--- src/verilog/pitaya_pkg.sv ---
// widths, bus region map and register offsets
// shared by the analog path and its register slaves
package pitaya_pkg;

  // --------------------
  // data widths
  localparam int adc_w    = 14;  // one adc or dac sample
  localparam int sum_w    = 15;  // mixer sum before clamp
  localparam int bus_w    = 32;  // bus address and data
  localparam int sel_w    = 4;   // byte select
  localparam int led_w    = 8;   // board leds
  localparam int offset_w = 20;  // address bits inside one region

  // --------------------
  // region map, 1 MiB per region
  localparam int n_regions  = 8;
  localparam int region_lsb = 20;
  localparam int region_msb = 22;

  localparam logic [region_msb-region_lsb:0] region_hk  = 3'd0;  // housekeeping
  localparam logic [region_msb-region_lsb:0] region_mix = 3'd2;  // dc levels
  localparam logic [region_msb-region_lsb:0] region_pid = 3'd3;  // p controller

  // --------------------
  // housekeeping registers
  localparam logic [offset_w-1:0] hk_id_ofs  = 20'h00000;
  localparam logic [offset_w-1:0] hk_led_ofs = 20'h00030;
  localparam logic [bus_w-1:0]    hk_id_val  = 32'h5250_0114;  // board id, read only

  // controller registers, all 14 bit signed
  localparam logic [offset_w-1:0] pid_sp_a_ofs = 20'h00000;
  localparam logic [offset_w-1:0] pid_kp_a_ofs = 20'h00004;
  localparam logic [offset_w-1:0] pid_sp_b_ofs = 20'h00008;
  localparam logic [offset_w-1:0] pid_kp_b_ofs = 20'h0000C;
  localparam int                  kp_shift     = 8;  // gain fraction bits

  // mixer dc levels, 14 bit signed
  localparam logic [offset_w-1:0] mix_dc_a_ofs = 20'h00000;
  localparam logic [offset_w-1:0] mix_dc_b_ofs = 20'h00004;

  // sample to bus word, sign extended for readback
  function automatic logic [bus_w-1:0] sext_sample(input logic [adc_w-1:0] s);
    sext_sample = {{(bus_w-adc_w){s[adc_w-1]}}, s};
  endfunction

endpackage

--- src/verilog/analog_frontend.sv ---
`timescale 1ns/100ps
// adc and dac sample format conversion
// neg-slope offset binary <-> two's complement, one register each way
module analog_frontend
  import pitaya_pkg::*;
(
  input  logic             adc_clk,
  input  logic             rst_n_i,
  input  logic [adc_w-1:0] adc_dat_a_i,  // raw adc ch a
  input  logic [adc_w-1:0] adc_dat_b_i,  // raw adc ch b
  input  logic [adc_w-1:0] dac_a_i,      // two's compl from mixer
  input  logic [adc_w-1:0] dac_b_i,
  output logic [adc_w-1:0] adc_a_o,      // two's compl to controller
  output logic [adc_w-1:0] adc_b_o,
  output logic [adc_w-1:0] dac_dat_a_o,  // converter format
  output logic [adc_w-1:0] dac_dat_b_o
);

  // msb kept, low bits flipped; the mapping is its own inverse
  function automatic logic [adc_w-1:0] flip_low(input logic [adc_w-1:0] w);
    flip_low = {w[adc_w-1], ~w[adc_w-2:0]};
  endfunction

  // --------------------
  // adc side
  always_ff @(posedge adc_clk or negedge rst_n_i) begin
    if (!rst_n_i) begin
      adc_a_o <= '0;
      adc_b_o <= '0;
    end else begin
      adc_a_o <= flip_low(adc_dat_a_i);  // to signed
      adc_b_o <= flip_low(adc_dat_b_i);
    end
  end

  // --------------------
  // dac side
  always_ff @(posedge adc_clk or negedge rst_n_i) begin
    if (!rst_n_i) begin
      dac_dat_a_o <= flip_low({adc_w{1'b0}});  // code of zero
      dac_dat_b_o <= flip_low({adc_w{1'b0}});
    end else begin
      dac_dat_a_o <= flip_low(dac_a_i);
      dac_dat_b_o <= flip_low(dac_b_i);
    end
  end

  // whole mixer/controller chain must resolve to known codes out of reset
  dac_known_chk: assert property (@(posedge adc_clk) disable iff (!rst_n_i)
    !$isunknown({dac_dat_a_o, dac_dat_b_o}))
    else $error("dac pins unknown after reset");

endmodule

--- src/verilog/dac_mixer.sv ---
`timescale 1ns/100ps
// dac mixer slave on region 2
// controller output plus programmable dc level clamped to 14 bits
module dac_mixer
  import pitaya_pkg::*;
(
  input  logic             adc_clk,
  input  logic             rst_n_i,
  input  logic [adc_w-1:0] pid_a_i,  // controller out
  input  logic [adc_w-1:0] pid_b_i,
  input  logic [bus_w-1:0] addr_i,
  input  logic [bus_w-1:0] wdata_i,
  input  logic             wen_i,
  input  logic             ren_i,
  output logic [adc_w-1:0] dac_a_o,  // two's compl to frontend
  output logic [adc_w-1:0] dac_b_o,
  output logic [bus_w-1:0] rdata_o,
  output logic             ack_o,
  output logic             err_o
);

  logic [offset_w-1:0]     ofs;
  logic signed [adc_w-1:0] dc_a, dc_b;    // dc levels
  logic signed [sum_w-1:0] sum_a, sum_b;  // one bit of headroom

  assign ofs   = addr_i[offset_w-1:0];
  assign err_o = 1'b0;

  assign sum_a = dc_a + $signed(pid_a_i);
  assign sum_b = dc_b + $signed(pid_b_i);

  // out of range when the top two bits differ, then clamp by sign
  function automatic logic [adc_w-1:0] clamp(input logic [sum_w-1:0] s);
    if (^s[sum_w-1:sum_w-2])
      clamp = {s[sum_w-1], {(adc_w-1){~s[sum_w-1]}}};
    else
      clamp = s[adc_w-1:0];
  endfunction

  // --------------------
  // bus registers
  always_ff @(posedge adc_clk or negedge rst_n_i) begin
    if (!rst_n_i) begin
      dc_a <= '0;
      dc_b <= '0;
    end else if (wen_i) begin
      case (ofs)
        mix_dc_a_ofs: dc_a <= wdata_i[adc_w-1:0];
        mix_dc_b_ofs: dc_b <= wdata_i[adc_w-1:0];
        default: ;
      endcase
    end
  end

  always_ff @(posedge adc_clk or negedge rst_n_i) begin
    if (!rst_n_i) begin
      ack_o   <= 1'b0;
      rdata_o <= '0;
    end else begin
      ack_o <= wen_i | ren_i;
      if (ren_i) begin
        case (ofs)
          mix_dc_a_ofs: rdata_o <= sext_sample(dc_a);
          mix_dc_b_ofs: rdata_o <= sext_sample(dc_b);
          default:      rdata_o <= '0;
        endcase
      end
    end
  end

  // --------------------
  // sum and clamp in one cycle
  always_ff @(posedge adc_clk or negedge rst_n_i) begin
    if (!rst_n_i) begin
      dac_a_o <= '0;
      dac_b_o <= '0;
    end else begin
      dac_a_o <= clamp(sum_a);
      dac_b_o <= clamp(sum_b);
    end
  end

  // output stays inside 14 bits without wrapping to the opposite sign of the sum
  sat_a_chk: assert property (@(posedge adc_clk) disable iff (!rst_n_i)
    dac_a_o[adc_w-1] == $past(sum_a[sum_w-1]))
    else $error("ch a output wrapped past the 14 bit range");

  sat_b_chk: assert property (@(posedge adc_clk) disable iff (!rst_n_i)
    dac_b_o[adc_w-1] == $past(sum_b[sum_w-1]))
    else $error("ch b output wrapped past the 14 bit range");

endmodule

--- src/verilog/housekeeping_regs.sv ---
`timescale 1ns/100ps
// housekeeping slave on region 0
// read-only id word and the led register
module housekeeping_regs
  import pitaya_pkg::*;
(
  input  logic             adc_clk,
  input  logic             rst_n_i,
  input  logic [bus_w-1:0] addr_i,
  input  logic [bus_w-1:0] wdata_i,
  input  logic             wen_i,    // region gated
  input  logic             ren_i,
  output logic [bus_w-1:0] rdata_o,
  output logic             ack_o,
  output logic             err_o,
  output logic [led_w-1:0] led_o     // straight from register
);

  logic [offset_w-1:0] ofs;  // offset inside region

  assign ofs   = addr_i[offset_w-1:0];
  assign err_o = 1'b0;  // no error cases

  // --------------------
  // write side, id writes fall through
  always_ff @(posedge adc_clk or negedge rst_n_i) begin
    if (!rst_n_i) begin
      led_o <= '0;
    end else if (wen_i && (ofs == hk_led_ofs)) begin
      led_o <= wdata_i[led_w-1:0];
    end
  end

  // --------------------
  // read side and ack, one cycle after strobe
  always_ff @(posedge adc_clk or negedge rst_n_i) begin
    if (!rst_n_i) begin
      ack_o   <= 1'b0;
      rdata_o <= '0;
    end else begin
      ack_o <= wen_i | ren_i;  // unknown offsets ack too
      if (ren_i) begin
        case (ofs)
          hk_id_ofs:  rdata_o <= hk_id_val;
          hk_led_ofs: rdata_o <= {{(bus_w-led_w){1'b0}}, led_o};
          default:    rdata_o <= '0;
        endcase
      end
    end
  end

endmodule

--- src/verilog/p_controller.sv ---
`timescale 1ns/100ps
// two channel proportional controller, region 3
// out = sat14((setpoint - adc) * kp >>> kp_shift), two cycle latency
module p_controller
  import pitaya_pkg::*;
(
  input  logic             adc_clk,
  input  logic             rst_n_i,
  input  logic [adc_w-1:0] adc_a_i,  // two's compl samples
  input  logic [adc_w-1:0] adc_b_i,
  input  logic [bus_w-1:0] addr_i,
  input  logic [bus_w-1:0] wdata_i,
  input  logic             wen_i,
  input  logic             ren_i,
  output logic [adc_w-1:0] pid_a_o,  // to mixer
  output logic [adc_w-1:0] pid_b_o,
  output logic [bus_w-1:0] rdata_o,
  output logic             ack_o,
  output logic             err_o
);

  logic [offset_w-1:0]     ofs;
  logic signed [adc_w-1:0] sp_a, kp_a;  // setpoint, gain ch a
  logic signed [adc_w-1:0] sp_b, kp_b;  // ch b
  logic signed [sum_w-1:0] err_a, err_b;  // stage 1

  assign ofs   = addr_i[offset_w-1:0];
  assign err_o = 1'b0;

  // full product, shift, then clamp to 14 bits
  function automatic logic [adc_w-1:0] kp_scale(input logic signed [sum_w-1:0] err,
                                                input logic signed [adc_w-1:0] kp);
    logic signed [sum_w+adc_w-1:0] prod;
    logic [sum_w:0]                hi;  // bits above the kept range plus its sign
    prod = (err * kp) >>> kp_shift;
    hi   = prod[sum_w+adc_w-1:adc_w-1];
    if ((&hi) || !(|hi))
      kp_scale = prod[adc_w-1:0];
    else
      kp_scale = {prod[sum_w+adc_w-1], {(adc_w-1){~prod[sum_w+adc_w-1]}}};
  endfunction

  // --------------------
  // bus registers
  always_ff @(posedge adc_clk or negedge rst_n_i) begin
    if (!rst_n_i) begin
      sp_a <= '0;
      kp_a <= '0;
      sp_b <= '0;
      kp_b <= '0;
    end else if (wen_i) begin
      case (ofs)
        pid_sp_a_ofs: sp_a <= wdata_i[adc_w-1:0];
        pid_kp_a_ofs: kp_a <= wdata_i[adc_w-1:0];
        pid_sp_b_ofs: sp_b <= wdata_i[adc_w-1:0];
        pid_kp_b_ofs: kp_b <= wdata_i[adc_w-1:0];
        default: ;  // ignored
      endcase
    end
  end

  always_ff @(posedge adc_clk or negedge rst_n_i) begin
    if (!rst_n_i) begin
      ack_o   <= 1'b0;
      rdata_o <= '0;
    end else begin
      ack_o <= wen_i | ren_i;
      if (ren_i) begin
        case (ofs)
          pid_sp_a_ofs: rdata_o <= sext_sample(sp_a);
          pid_kp_a_ofs: rdata_o <= sext_sample(kp_a);
          pid_sp_b_ofs: rdata_o <= sext_sample(sp_b);
          pid_kp_b_ofs: rdata_o <= sext_sample(kp_b);
          default:      rdata_o <= '0;
        endcase
      end
    end
  end

  // --------------------
  // datapath, error then scaled output
  always_ff @(posedge adc_clk or negedge rst_n_i) begin
    if (!rst_n_i) begin
      err_a   <= '0;
      err_b   <= '0;
      pid_a_o <= '0;
      pid_b_o <= '0;
    end else begin
      err_a   <= sp_a - $signed(adc_a_i);  // 15 bit, cannot overflow
      err_b   <= sp_b - $signed(adc_b_i);
      pid_a_o <= kp_scale(err_a, kp_a);
      pid_b_o <= kp_scale(err_b, kp_b);
    end
  end

endmodule

--- src/verilog/pitaya_top.sv ---
`timescale 1ns/100ps
// top level, analog path and register bus
// frontend -> p controller -> dac mixer -> frontend, five cycles pin to pin
module pitaya_top
  import pitaya_pkg::*;
(
  input  logic             adc_clk,
  input  logic             rst_n_i,
  input  logic [adc_w-1:0] adc_dat_a_i,  // raw adc words
  input  logic [adc_w-1:0] adc_dat_b_i,
  input  logic [bus_w-1:0] sys_addr_i,
  input  logic [bus_w-1:0] sys_wdata_i,
  input  logic [sel_w-1:0] sys_sel_i,    // all registers are full word, no lane use
  input  logic             sys_wen_i,
  input  logic             sys_ren_i,
  output logic [adc_w-1:0] dac_dat_a_o,  // separate per channel
  output logic [adc_w-1:0] dac_dat_b_o,
  output logic [led_w-1:0] led_o,
  output logic [bus_w-1:0] sys_rdata_o,
  output logic             sys_ack_o,
  output logic             sys_err_o
);

  logic [adc_w-1:0]     adc_a, adc_b;  // signed samples
  logic [adc_w-1:0]     pid_a, pid_b;
  logic [adc_w-1:0]     dac_a, dac_b;
  logic [n_regions-1:0] wen, ren;      // region strobes
  logic [bus_w-1:0]     hk_rdata, mix_rdata, pid_rdata;
  logic                 hk_ack, mix_ack, pid_ack;
  logic                 hk_err, mix_err, pid_err;

  // --------------------
  // analog path
  analog_frontend i_frontend (
    .adc_clk     (adc_clk),
    .rst_n_i     (rst_n_i),
    .adc_dat_a_i (adc_dat_a_i),
    .adc_dat_b_i (adc_dat_b_i),
    .dac_a_i     (dac_a),
    .dac_b_i     (dac_b),
    .adc_a_o     (adc_a),
    .adc_b_o     (adc_b),
    .dac_dat_a_o (dac_dat_a_o),
    .dac_dat_b_o (dac_dat_b_o)
  );

  // --------------------
  // bus decoder
  sys_bus_decoder i_decoder (
    .adc_clk     (adc_clk),
    .rst_n_i     (rst_n_i),
    .sys_addr_i  (sys_addr_i),
    .sys_wen_i   (sys_wen_i),
    .sys_ren_i   (sys_ren_i),
    .hk_rdata_i  (hk_rdata),
    .hk_ack_i    (hk_ack),
    .hk_err_i    (hk_err),
    .mix_rdata_i (mix_rdata),
    .mix_ack_i   (mix_ack),
    .mix_err_i   (mix_err),
    .pid_rdata_i (pid_rdata),
    .pid_ack_i   (pid_ack),
    .pid_err_i   (pid_err),
    .wen_o       (wen),
    .ren_o       (ren),
    .sys_rdata_o (sys_rdata_o),
    .sys_ack_o   (sys_ack_o),
    .sys_err_o   (sys_err_o)
  );

  // --------------------
  // slaves
  housekeeping_regs i_hk (
    .adc_clk (adc_clk),
    .rst_n_i (rst_n_i),
    .addr_i  (sys_addr_i),
    .wdata_i (sys_wdata_i),
    .wen_i   (wen[region_hk]),
    .ren_i   (ren[region_hk]),
    .rdata_o (hk_rdata),
    .ack_o   (hk_ack),
    .err_o   (hk_err),
    .led_o   (led_o)
  );

  p_controller i_pid (
    .adc_clk (adc_clk),
    .rst_n_i (rst_n_i),
    .adc_a_i (adc_a),
    .adc_b_i (adc_b),
    .addr_i  (sys_addr_i),
    .wdata_i (sys_wdata_i),
    .wen_i   (wen[region_pid]),
    .ren_i   (ren[region_pid]),
    .pid_a_o (pid_a),
    .pid_b_o (pid_b),
    .rdata_o (pid_rdata),
    .ack_o   (pid_ack),
    .err_o   (pid_err)
  );

  dac_mixer i_mixer (
    .adc_clk (adc_clk),
    .rst_n_i (rst_n_i),
    .pid_a_i (pid_a),
    .pid_b_i (pid_b),
    .addr_i  (sys_addr_i),
    .wdata_i (sys_wdata_i),
    .wen_i   (wen[region_mix]),
    .ren_i   (ren[region_mix]),
    .dac_a_o (dac_a),
    .dac_b_o (dac_b),
    .rdata_o (mix_rdata),
    .ack_o   (mix_ack),
    .err_o   (mix_err)
  );

endmodule

--- src/verilog/sys_bus_decoder.sv ---
`timescale 1ns/100ps
// system bus decoder, eight regions on address bits 22:20
// strobe gating plus read data / ack / err return mux
module sys_bus_decoder
  import pitaya_pkg::*;
(
  input  logic                 adc_clk,
  input  logic                 rst_n_i,
  input  logic [bus_w-1:0]     sys_addr_i,
  input  logic                 sys_wen_i,    // one cycle write strobe
  input  logic                 sys_ren_i,    // one cycle read strobe
  input  logic [bus_w-1:0]     hk_rdata_i,   // region 0
  input  logic                 hk_ack_i,
  input  logic                 hk_err_i,
  input  logic [bus_w-1:0]     mix_rdata_i,  // region 2
  input  logic                 mix_ack_i,
  input  logic                 mix_err_i,
  input  logic [bus_w-1:0]     pid_rdata_i,  // region 3
  input  logic                 pid_ack_i,
  input  logic                 pid_err_i,
  output logic [n_regions-1:0] wen_o,        // per region strobes
  output logic [n_regions-1:0] ren_o,
  output logic [bus_w-1:0]     sys_rdata_o,
  output logic                 sys_ack_o,
  output logic                 sys_err_o
);

  logic [region_msb-region_lsb:0] region;      // addressed region number
  logic [n_regions-1:0]           region_sel;  // one-hot of it

  assign region     = sys_addr_i[region_msb:region_lsb];
  assign region_sel = {{(n_regions-1){1'b0}}, 1'b1} << region;

  assign wen_o = region_sel & {n_regions{sys_wen_i}};
  assign ren_o = region_sel & {n_regions{sys_ren_i}};

  // --------------------
  // response mux
  always_comb begin
    sys_rdata_o = '0;    // unused regions read zero
    sys_ack_o   = 1'b1;  // and ack at once
    sys_err_o   = 1'b0;
    case (region)
      region_hk: begin
        sys_rdata_o = hk_rdata_i;
        sys_ack_o   = hk_ack_i;
        sys_err_o   = hk_err_i;
      end
      region_mix: begin
        sys_rdata_o = mix_rdata_i;
        sys_ack_o   = mix_ack_i;
        sys_err_o   = mix_err_i;
      end
      region_pid: begin
        sys_rdata_o = pid_rdata_i;
        sys_ack_o   = pid_ack_i;
        sys_err_o   = pid_err_i;
      end
      default: ;  // regions 1, 4..7
    endcase
  end

  // master never raises both strobes, so one region at most sees one
  one_strobe_chk: assert property (@(posedge adc_clk) disable iff (!rst_n_i)
    $onehot0({wen_o, ren_o}))
    else $error("more than one region strobe in a cycle");

endmodule
--- config.mk ---
export PLATFORM = sky130hd
export DESIGN_NAME = pitaya_top
export DESIGN_NICKNAME = d
export VERILOG_FILES = /design/src/verilog/pitaya_pkg.sv /design/src/verilog/analog_frontend.sv /design/src/verilog/dac_mixer.sv /design/src/verilog/housekeeping_regs.sv /design/src/verilog/p_controller.sv /design/src/verilog/pitaya_top.sv /design/src/verilog/sys_bus_decoder.sv
export SDC_FILE = /design/constraint.sdc
export NUM_CORES = 2
export LEC_CHECK = 0
export ABC_AREA = 1
export BUFFER_PORTS_ARGS = -buffer_cell sky130_fd_sc_hd__buf_2
export CAP_MARGIN = 5
export CORE_UTILIZATION = 40
export CTS_BUF_LIST = sky130_fd_sc_hd__clkbuf_8
export CTS_CLUSTER_SIZE = 28
export DETAILED_ROUTE_END_ITERATION = 6
export GPL_TIMING_DRIVEN = 0
export SLEW_MARGIN = 10
export SYNTH_ARGS = -nofsm -noshare
export SYNTH_HDL_FRONTEND = slang
export SYNTH_HIERARCHICAL = 1
export SYNTH_SLANG_ARGS = --single-unit
export TNS_END_PERCENT = 5
--- constraint.sdc ---
create_clock -name adc_clk -period 6.87 [get_ports adc_clk]
set_clock_uncertainty 0.1 [all_clocks]
set_input_delay 0.3435 -clock adc_clk [delete_from_list [all_inputs] [get_ports adc_clk]]
set_output_delay 0.3435 -clock adc_clk [all_outputs]
set_load 0.02 [all_outputs]
== After elaboration in Yosys (flattened, before gate mapping) ==
Index checks and enable logic that the tools add are counted.

* Bitwise operators: 13
* Multipliers: 2
* Add/subtract/negate cells: 4
* Mux-type cells: 9
* Reduce and logical (&&, ||, !) cells: 19
* Eq/ne operators: 6
* Shift operators: 1

{| class="wikitable"
|+ Operators by type and width
! cell !! number
|-
| 32-bit one-hot mux with 4 select lines || 1
|-
| 32-bit one-hot mux with 3 select lines || 1
|-
| 32-bit one-hot mux with 2 select lines || 1
|-
| 31-bit one-hot mux with 2 select lines || 1
|-
| 15-bit by 14-bit multiplier with 29-bit output || 2
|-
| 14-bit two-way mux || 4
|-
| 13-bit NOT || 4
|-
| 20-bit by 4-bit equality test with 1-bit output (second input constant) || 2
|-
| 14-bit by 14-bit adder with 15-bit output || 2
|-
| 14-bit by 14-bit subtractor with 15-bit output || 2
|-
| 20-bit by 3-bit equality test with 1-bit output (second input constant) || 1
|-
| 20-bit by 6-bit equality test with 1-bit output (second input constant) || 1
|-
| 20-bit zero test || 1
|-
| 8-bit AND reduction || 2
|-
| 8-bit OR reduction || 2
|-
| 2-bit AND reduction || 6
|-
| 4-bit AND || 2
|-
| 3-bit by 2-bit equality test with 1-bit output (second input constant) || 2
|-
| 1-bit NOT || 4
|-
| 2-bit parity || 2
|-
| 1-bit by 3-bit left shift with 4-bit output (first input constant) || 1
|-
| 3-bit zero test || 1
|-
| 1-bit bitwise OR || 3
|-
| 1-bit one-hot mux with 3 select lines || 1
|-
| 3 further kinds || 5
|}

* Output and inout port bits: 70
* Input port bits: 100
* Word-level logic and storage cells: 77
* Register bits after elaboration: 333

== Logic depth before layout (Yosys ltp) ==
* Depth after elaboration: 5
* Mapped depth: 36
* Gate-level depth less buffers: 33

== By module ==
Netlist, hierarchy kept.

{| class="wikitable"
|+ By module, submodules not included
! module !! cells an instance !! area each (um^2) !! instances
|-
| p_controller || 3248 || 24223.2 || 1
|-
| dac_mixer || 591 || 4601.9 || 1
|-
| analog_frontend || 108 || 1629.1 || 1
|-
| housekeeping_regs || 124 || 1044.8 || 1
|-
| sys_bus_decoder || 195 || 977.2 || 1
|}

== Least setup slack after synthesis ==
OpenSTA, ideal clock, no wires.

* Kind: reg2reg
* From: reg i_pid.kp_b[3]
* To: reg i_pid.pid_b_o[10]
* Data arrival time: 5.869 ns
* Cell stages (with the launch flop): 31
* Setup slack: 0.784 ns
* Period minus slack after synthesis: 6.086 ns
* Cell sequence: dfrtp_1 -> clkbuf_1 -> clkbuf_1 -> nand2_1 -> fa_1 -> fa_1 -> inv_1 -> fa_1 -> inv_1 -> fa_1 -> fa_1 -> fa_1 -> inv_1 -> ha_1 -> nand2_1 -> inv_1 -> nand2_1 -> inv_1 -> nand2_1 -> nand3_1 -> inv_1 -> nand2_1 -> nor2_1 -> nand2_2 -> nand2_2 -> nand2_2 -> nor2_2 -> nand2_2 -> nand3_2 -> buf_6 -> nand2_1

* Longest elaborated chain between the ends: 5
* Elaborated cells on any way between the ends: 7
* Classes of those cells: mul (1); mux (1); bitwise (1); reduce/logical (4)

{| class="wikitable"
|+ RTL lines
! item !! line !! source
|-
| from (decl) || p_controller.sv:24 || <nowiki>logic signed [adc_w-1:0] sp_b, kp_b;</nowiki>
|-
| from (signal assigned) || p_controller.sv:56 || <nowiki>pid_kp_b_ofs: kp_b <= wdata_i[adc_w-1:0];</nowiki>
|-
| 15-bit by 14-bit multiplier with 29-bit output (*) || p_controller.sv:35 || <nowiki>prod = (err * kp) >>> kp_shift;</nowiki>
|-
| 8-bit OR reduction || p_controller.sv:37 || <nowiki>if ((&hi) || !(|hi))</nowiki>
|-
| 1-bit zero test || p_controller.sv:37 ||
|-
| 1-bit logical OR || p_controller.sv:37 ||
|-
| 14-bit two-way mux (*) || p_controller.sv:37 ||
|-
| to (signal assigned) || p_controller.sv:92 || <nowiki>pid_b_o <= kp_scale(err_b, kp_b);</nowiki>
|-
| to (decl) || p_controller.sv:16 || <nowiki>output logic [adc_w-1:0] pid_b_o,</nowiki>
|}

Every way passes the cells marked *; elsewhere a longest branch is shown, timed or not.
A chain may end at the register's enable or synchronous reset.

== Worst setup path in the final report ==
* From: reg i_pid.kp_a[7]
* To: reg i_pid.pid_a_o[4]

* Longest elaborated chain between the ends: 5
* Elaborated cells on any way between the ends: 7
* Classes of those cells: mul (1); mux (1); bitwise (1); reduce/logical (4)

{| class="wikitable"
|+ RTL lines
! item !! line !! source
|-
| from (decl) || p_controller.sv:23 || <nowiki>logic signed [adc_w-1:0] sp_a, kp_a;</nowiki>
|-
| from (signal assigned) || p_controller.sv:54 || <nowiki>pid_kp_a_ofs: kp_a <= wdata_i[adc_w-1:0];</nowiki>
|-
| 15-bit by 14-bit multiplier with 29-bit output (*) || p_controller.sv:35 ||
|-
| 8-bit OR reduction || p_controller.sv:37 ||
|-
| 1-bit zero test || p_controller.sv:37 ||
|-
| 1-bit logical OR || p_controller.sv:37 ||
|-
| 14-bit two-way mux (*) || p_controller.sv:37 ||
|-
| to (signal assigned) || p_controller.sv:91 || <nowiki>pid_a_o <= kp_scale(err_a, kp_a);</nowiki>
|-
| to (decl) || p_controller.sv:15 || <nowiki>output logic [adc_w-1:0] pid_a_o,</nowiki>
|}

Marks and branches as above.

==> impl_results.md <==
- Share of layout cells above drive strength 1: 0.118
- Synthesis-to-layout area growth: 11.5%
- Dpl hpwl: ~72 mm
- Pin count of the biggest net entering global routing: between 100 and 150
- Slowest CP cell: fa_2
- All-layer global routing usage: 0.215
- CTS buffer count: just under 50
- Fin crit share: 0.965
- Max-cap violations: 0
- Worst endpoint data arrival time: between 7 and 8 ns
- Via Count: ~26000
- CP endpoint kind: register
- Count of final setup violators: 0
- Std-Cell Rows: roughly 100
- Die W: between 200 and 300 um
- Antenna violations before repair: 1
- CP Launch Type: register
- Die Span Y: roughly 290 um
- Internal power: 2690 uW
- Root Buffer: clkbuf_8
- Vias in the first global route: ~26000
- Post-Synthesis Cells: about 4300
- Vias/cell: roughly 4.7
- Placer congestion estimate: a little over 0.9
- H-tree depth: 2
- Die area: about 80000 um^2
- Mean post-synth cell area: about 7.6 um^2
- WP buf/inv: 7
- First-pass GRT wire length: 139 mm
- Ys Warns: 6
- Upper clock frequency limit: 0.151 GHz
- DR pass1 iterations: 5
- Power per standard cell area: between 100 and 150 nW/um^2
- Wire per inst: around 15 um
- Tmin final: around 6.6 ns
- Initial Util: 0.403
- Max_slew headroom: 0.464
- # IOs: 170
- Clk_lat worst skew: 0.65 ns
- Leak Pwr: 0.0216 uW
- Clock sink count: about 270
- Post-Route Utilization: 0.450
- Status: completed
- Max-slew violations: 0
- Req. time, crit path: between 7 and 8 ns
- Placed inst area: ~35000 um^2
- Final antenna-violating net count: 0
- Comb pwr share: 0.076
- Clock Tree Buf Depth: 3
- Core Area: just over 80000 um^2
- Seq pwr share: 0.457
- Clock power frac: 0.467
- Worst hold path class: primary input to register
- Total gr overflow: 0
- Number of fill cells: between 8000 and 9000
- DRC errors left: 0
- Number of nets in the layout: 5182
- Switching Fraction: 0.264
- Switch Pwr: 969 uW
- Final TNS setup: 0 ns
- Overall power: 3660 uW
- CP delay by family, top: adder cells
- Worst path max stage delay: just over 0.6 ns
- Clock-pin slew on the worst setup and hold paths: 0.06 ns
- Port buffer count: between 100 and 150
- Worst Tran Pin Value: approximately 0.8 ns
- Total Routed Length: about 86 mm
- Post-Syn Area: approximately 32000 um^2
- 1st-iter DRT viols: approximately 1800
- Crit Path Max Fanout: 10
- Peak VDD IR: between 100 and 150 uV
- CTS tree: done
- Classification of the worst setup path: register to register
- Hold Vio Cnt, Final: 0
- Post-route cell area: 36200 um^2
[final timing paths]
path                       cells after the start                         to               start  slack [ns]
max                                           25           i_pid/pid_a_o[4]       i_pid/kp_a[7]        0.24
max reg2reg                                   25           i_pid/pid_a_o[4]       i_pid/kp_a[7]        0.24
min                                            4           i_hk/rdata_o[28]       sys_addr_i[6]        0.05
max in group asynchronous                      3            i_pid/err_a[14]             rst_n_i        5.33
min in group asynchronous                      2           i_pid/pid_b_o[3]             rst_n_i        0.25
min reg2reg                                    1  i_frontend/dac_dat_b_o[9]  i_mixer/dac_b_o[9]        0.25
[worst register-to-register path, stage by stage (launching register included)]
cell	delay, ns
dfrtp_2	0.52
clkbuf_4	0.31
nand2_1	0.09
fa_1	0.48
inv_1	0.13
fa_2	0.62
inv_1	0.08
fa_1	0.48
inv_1	0.05
fa_1	0.49
inv_1	0.05
fa_1	0.47
fa_1	0.51
inv_1	0.04
ha_1	0.41
a21oi_1	0.44
nand3_1	0.16
a21oi_1	0.22
nand2_1	0.11
nand2_1	0.07
nand2_1	0.06
nor2_2	0.10
nand3_2	0.12
nand3_2	0.16
buf_6	0.15
nand2_1	0.07
[per-stage QoR]
| stage | hold WS, ns | cells | worst slack (ns) |
|---|---|---|---|
| 6_report | 0.0458 | 5580 | 0.240 |
| 5_1_grt | 0.0494 | 5580 | -0.00650 |
| 4_1_cts | 0.00427 | 5593 | 0.00572 |
| 3_5_place_dp | 0.239 | 5467 | -0.600 |
| 3_3_place_gp | 0.236 | 5465 | -0.583 |
| 2_1_floorplan | -0.0521 | 4269 | 0.784 |
[power groups by stage]
| stage | combinational (uW) | sequential, uW | clock, uW |
|---|---|---|---|
| 2_1_floorplan | 133 | 1680 | 0 |
| 3_3_place_gp | 254 | 1700 | 0 |
| 3_5_place_dp | 260 | 1700 | 0 |
| 4_1_cts | 280 | 1670 | 1770 |
| 5_1_grt | 308 | 1680 | 1840 |
| 6_report | 280 | 1670 | 1710 |
[final cells by class]
type                       count  area (um^2)  area share
antenna                        1         2.50   0.0000692
sequential                   274         6910       0.191
clock inverter                31          264     0.00730
timing repair buffer         184         1200      0.0332
tap                         1060         1330      0.0367
multi-input combinational   2717        20400       0.565
inverter                    1077         4040       0.112
buffer                       175         1130      0.0312
clock buffer                  61          840      0.0232
[registers in the layout, summed over array words and instances, names as in the netlist, 8 cells and up]
signal	flops
i_mixer/dc_b	14
i_pid/rdata_o	14
i_frontend/dac_dat_b_o	14
i_mixer/dc_a	14
i_pid/err_a	15
i_frontend/dac_dat_a_o	14
i_pid/pid_b_o	14
i_mixer/dac_a_o	14
i_pid/sp_a	14
i_pid/kp_b	14
i_frontend/adc_b_o	14
i_pid/sp_b	14
i_mixer/dac_b_o	14
i_pid/pid_a_o	14
i_hk/rdata_o	9
i_pid/kp_a	14
i_mixer/rdata_o	14
i_pid/err_b	15
i_frontend/adc_a_o	14
i_hk/led_o	8
[what timing repair did]
| item | CTS | global route |
|---|---|---|
| pin swaps | 0 | 2 |
| hold buffers | 43 | 0 |
| setup endpoints to repair | 26 | 26 |
| gates resized for setup | 14 | 87 |
| setup buffers | 0 | 3 |
| hold endpoints to repair | 153 | 0 |
[layer usage]
| metal | share of wire | global-route usage | vias to the layer above |
|---|---|---|---|
| met4 | 0.025 | 0.0622 | 2 |
| met2 | 0.45 | 0.342 | 682 |
| met5 | 0.0010 | 0.00814 | - |
| li1 | - | - | 12800 |
| met3 | 0.067 | 0.0370 | 110 |
| met1 | 0.46 | 0.300 | 12500 |
[layout by cell type, fill, tap and decap left out, types with 11 or more instances in the layout]
master and instances:
clkbuf_1 39, xor2_1 48, conb_1 21, clkbuf_2 22, inv_1 1084, o21ai_1 32, nand3_1 136, dfrtp_2 16
buf_6 11, xnor2_1 31, dfstp_2 26, dfrtp_1 232, or2_2 15, o21ai_0 87, ha_1 183, nand2_2 21
clkbuf_8 62, nand4_1 74, a21oi_1 80, nor2_1 138, nand3_2 14, nand2_1 1294, fa_1 412, dlygate4sd3_1 43
buf_2 150, buf_4 81, o21ai_2 11, nor2_2 21, o21bai_1 14
Note: power is estimated with default switching activity, not from simulation.
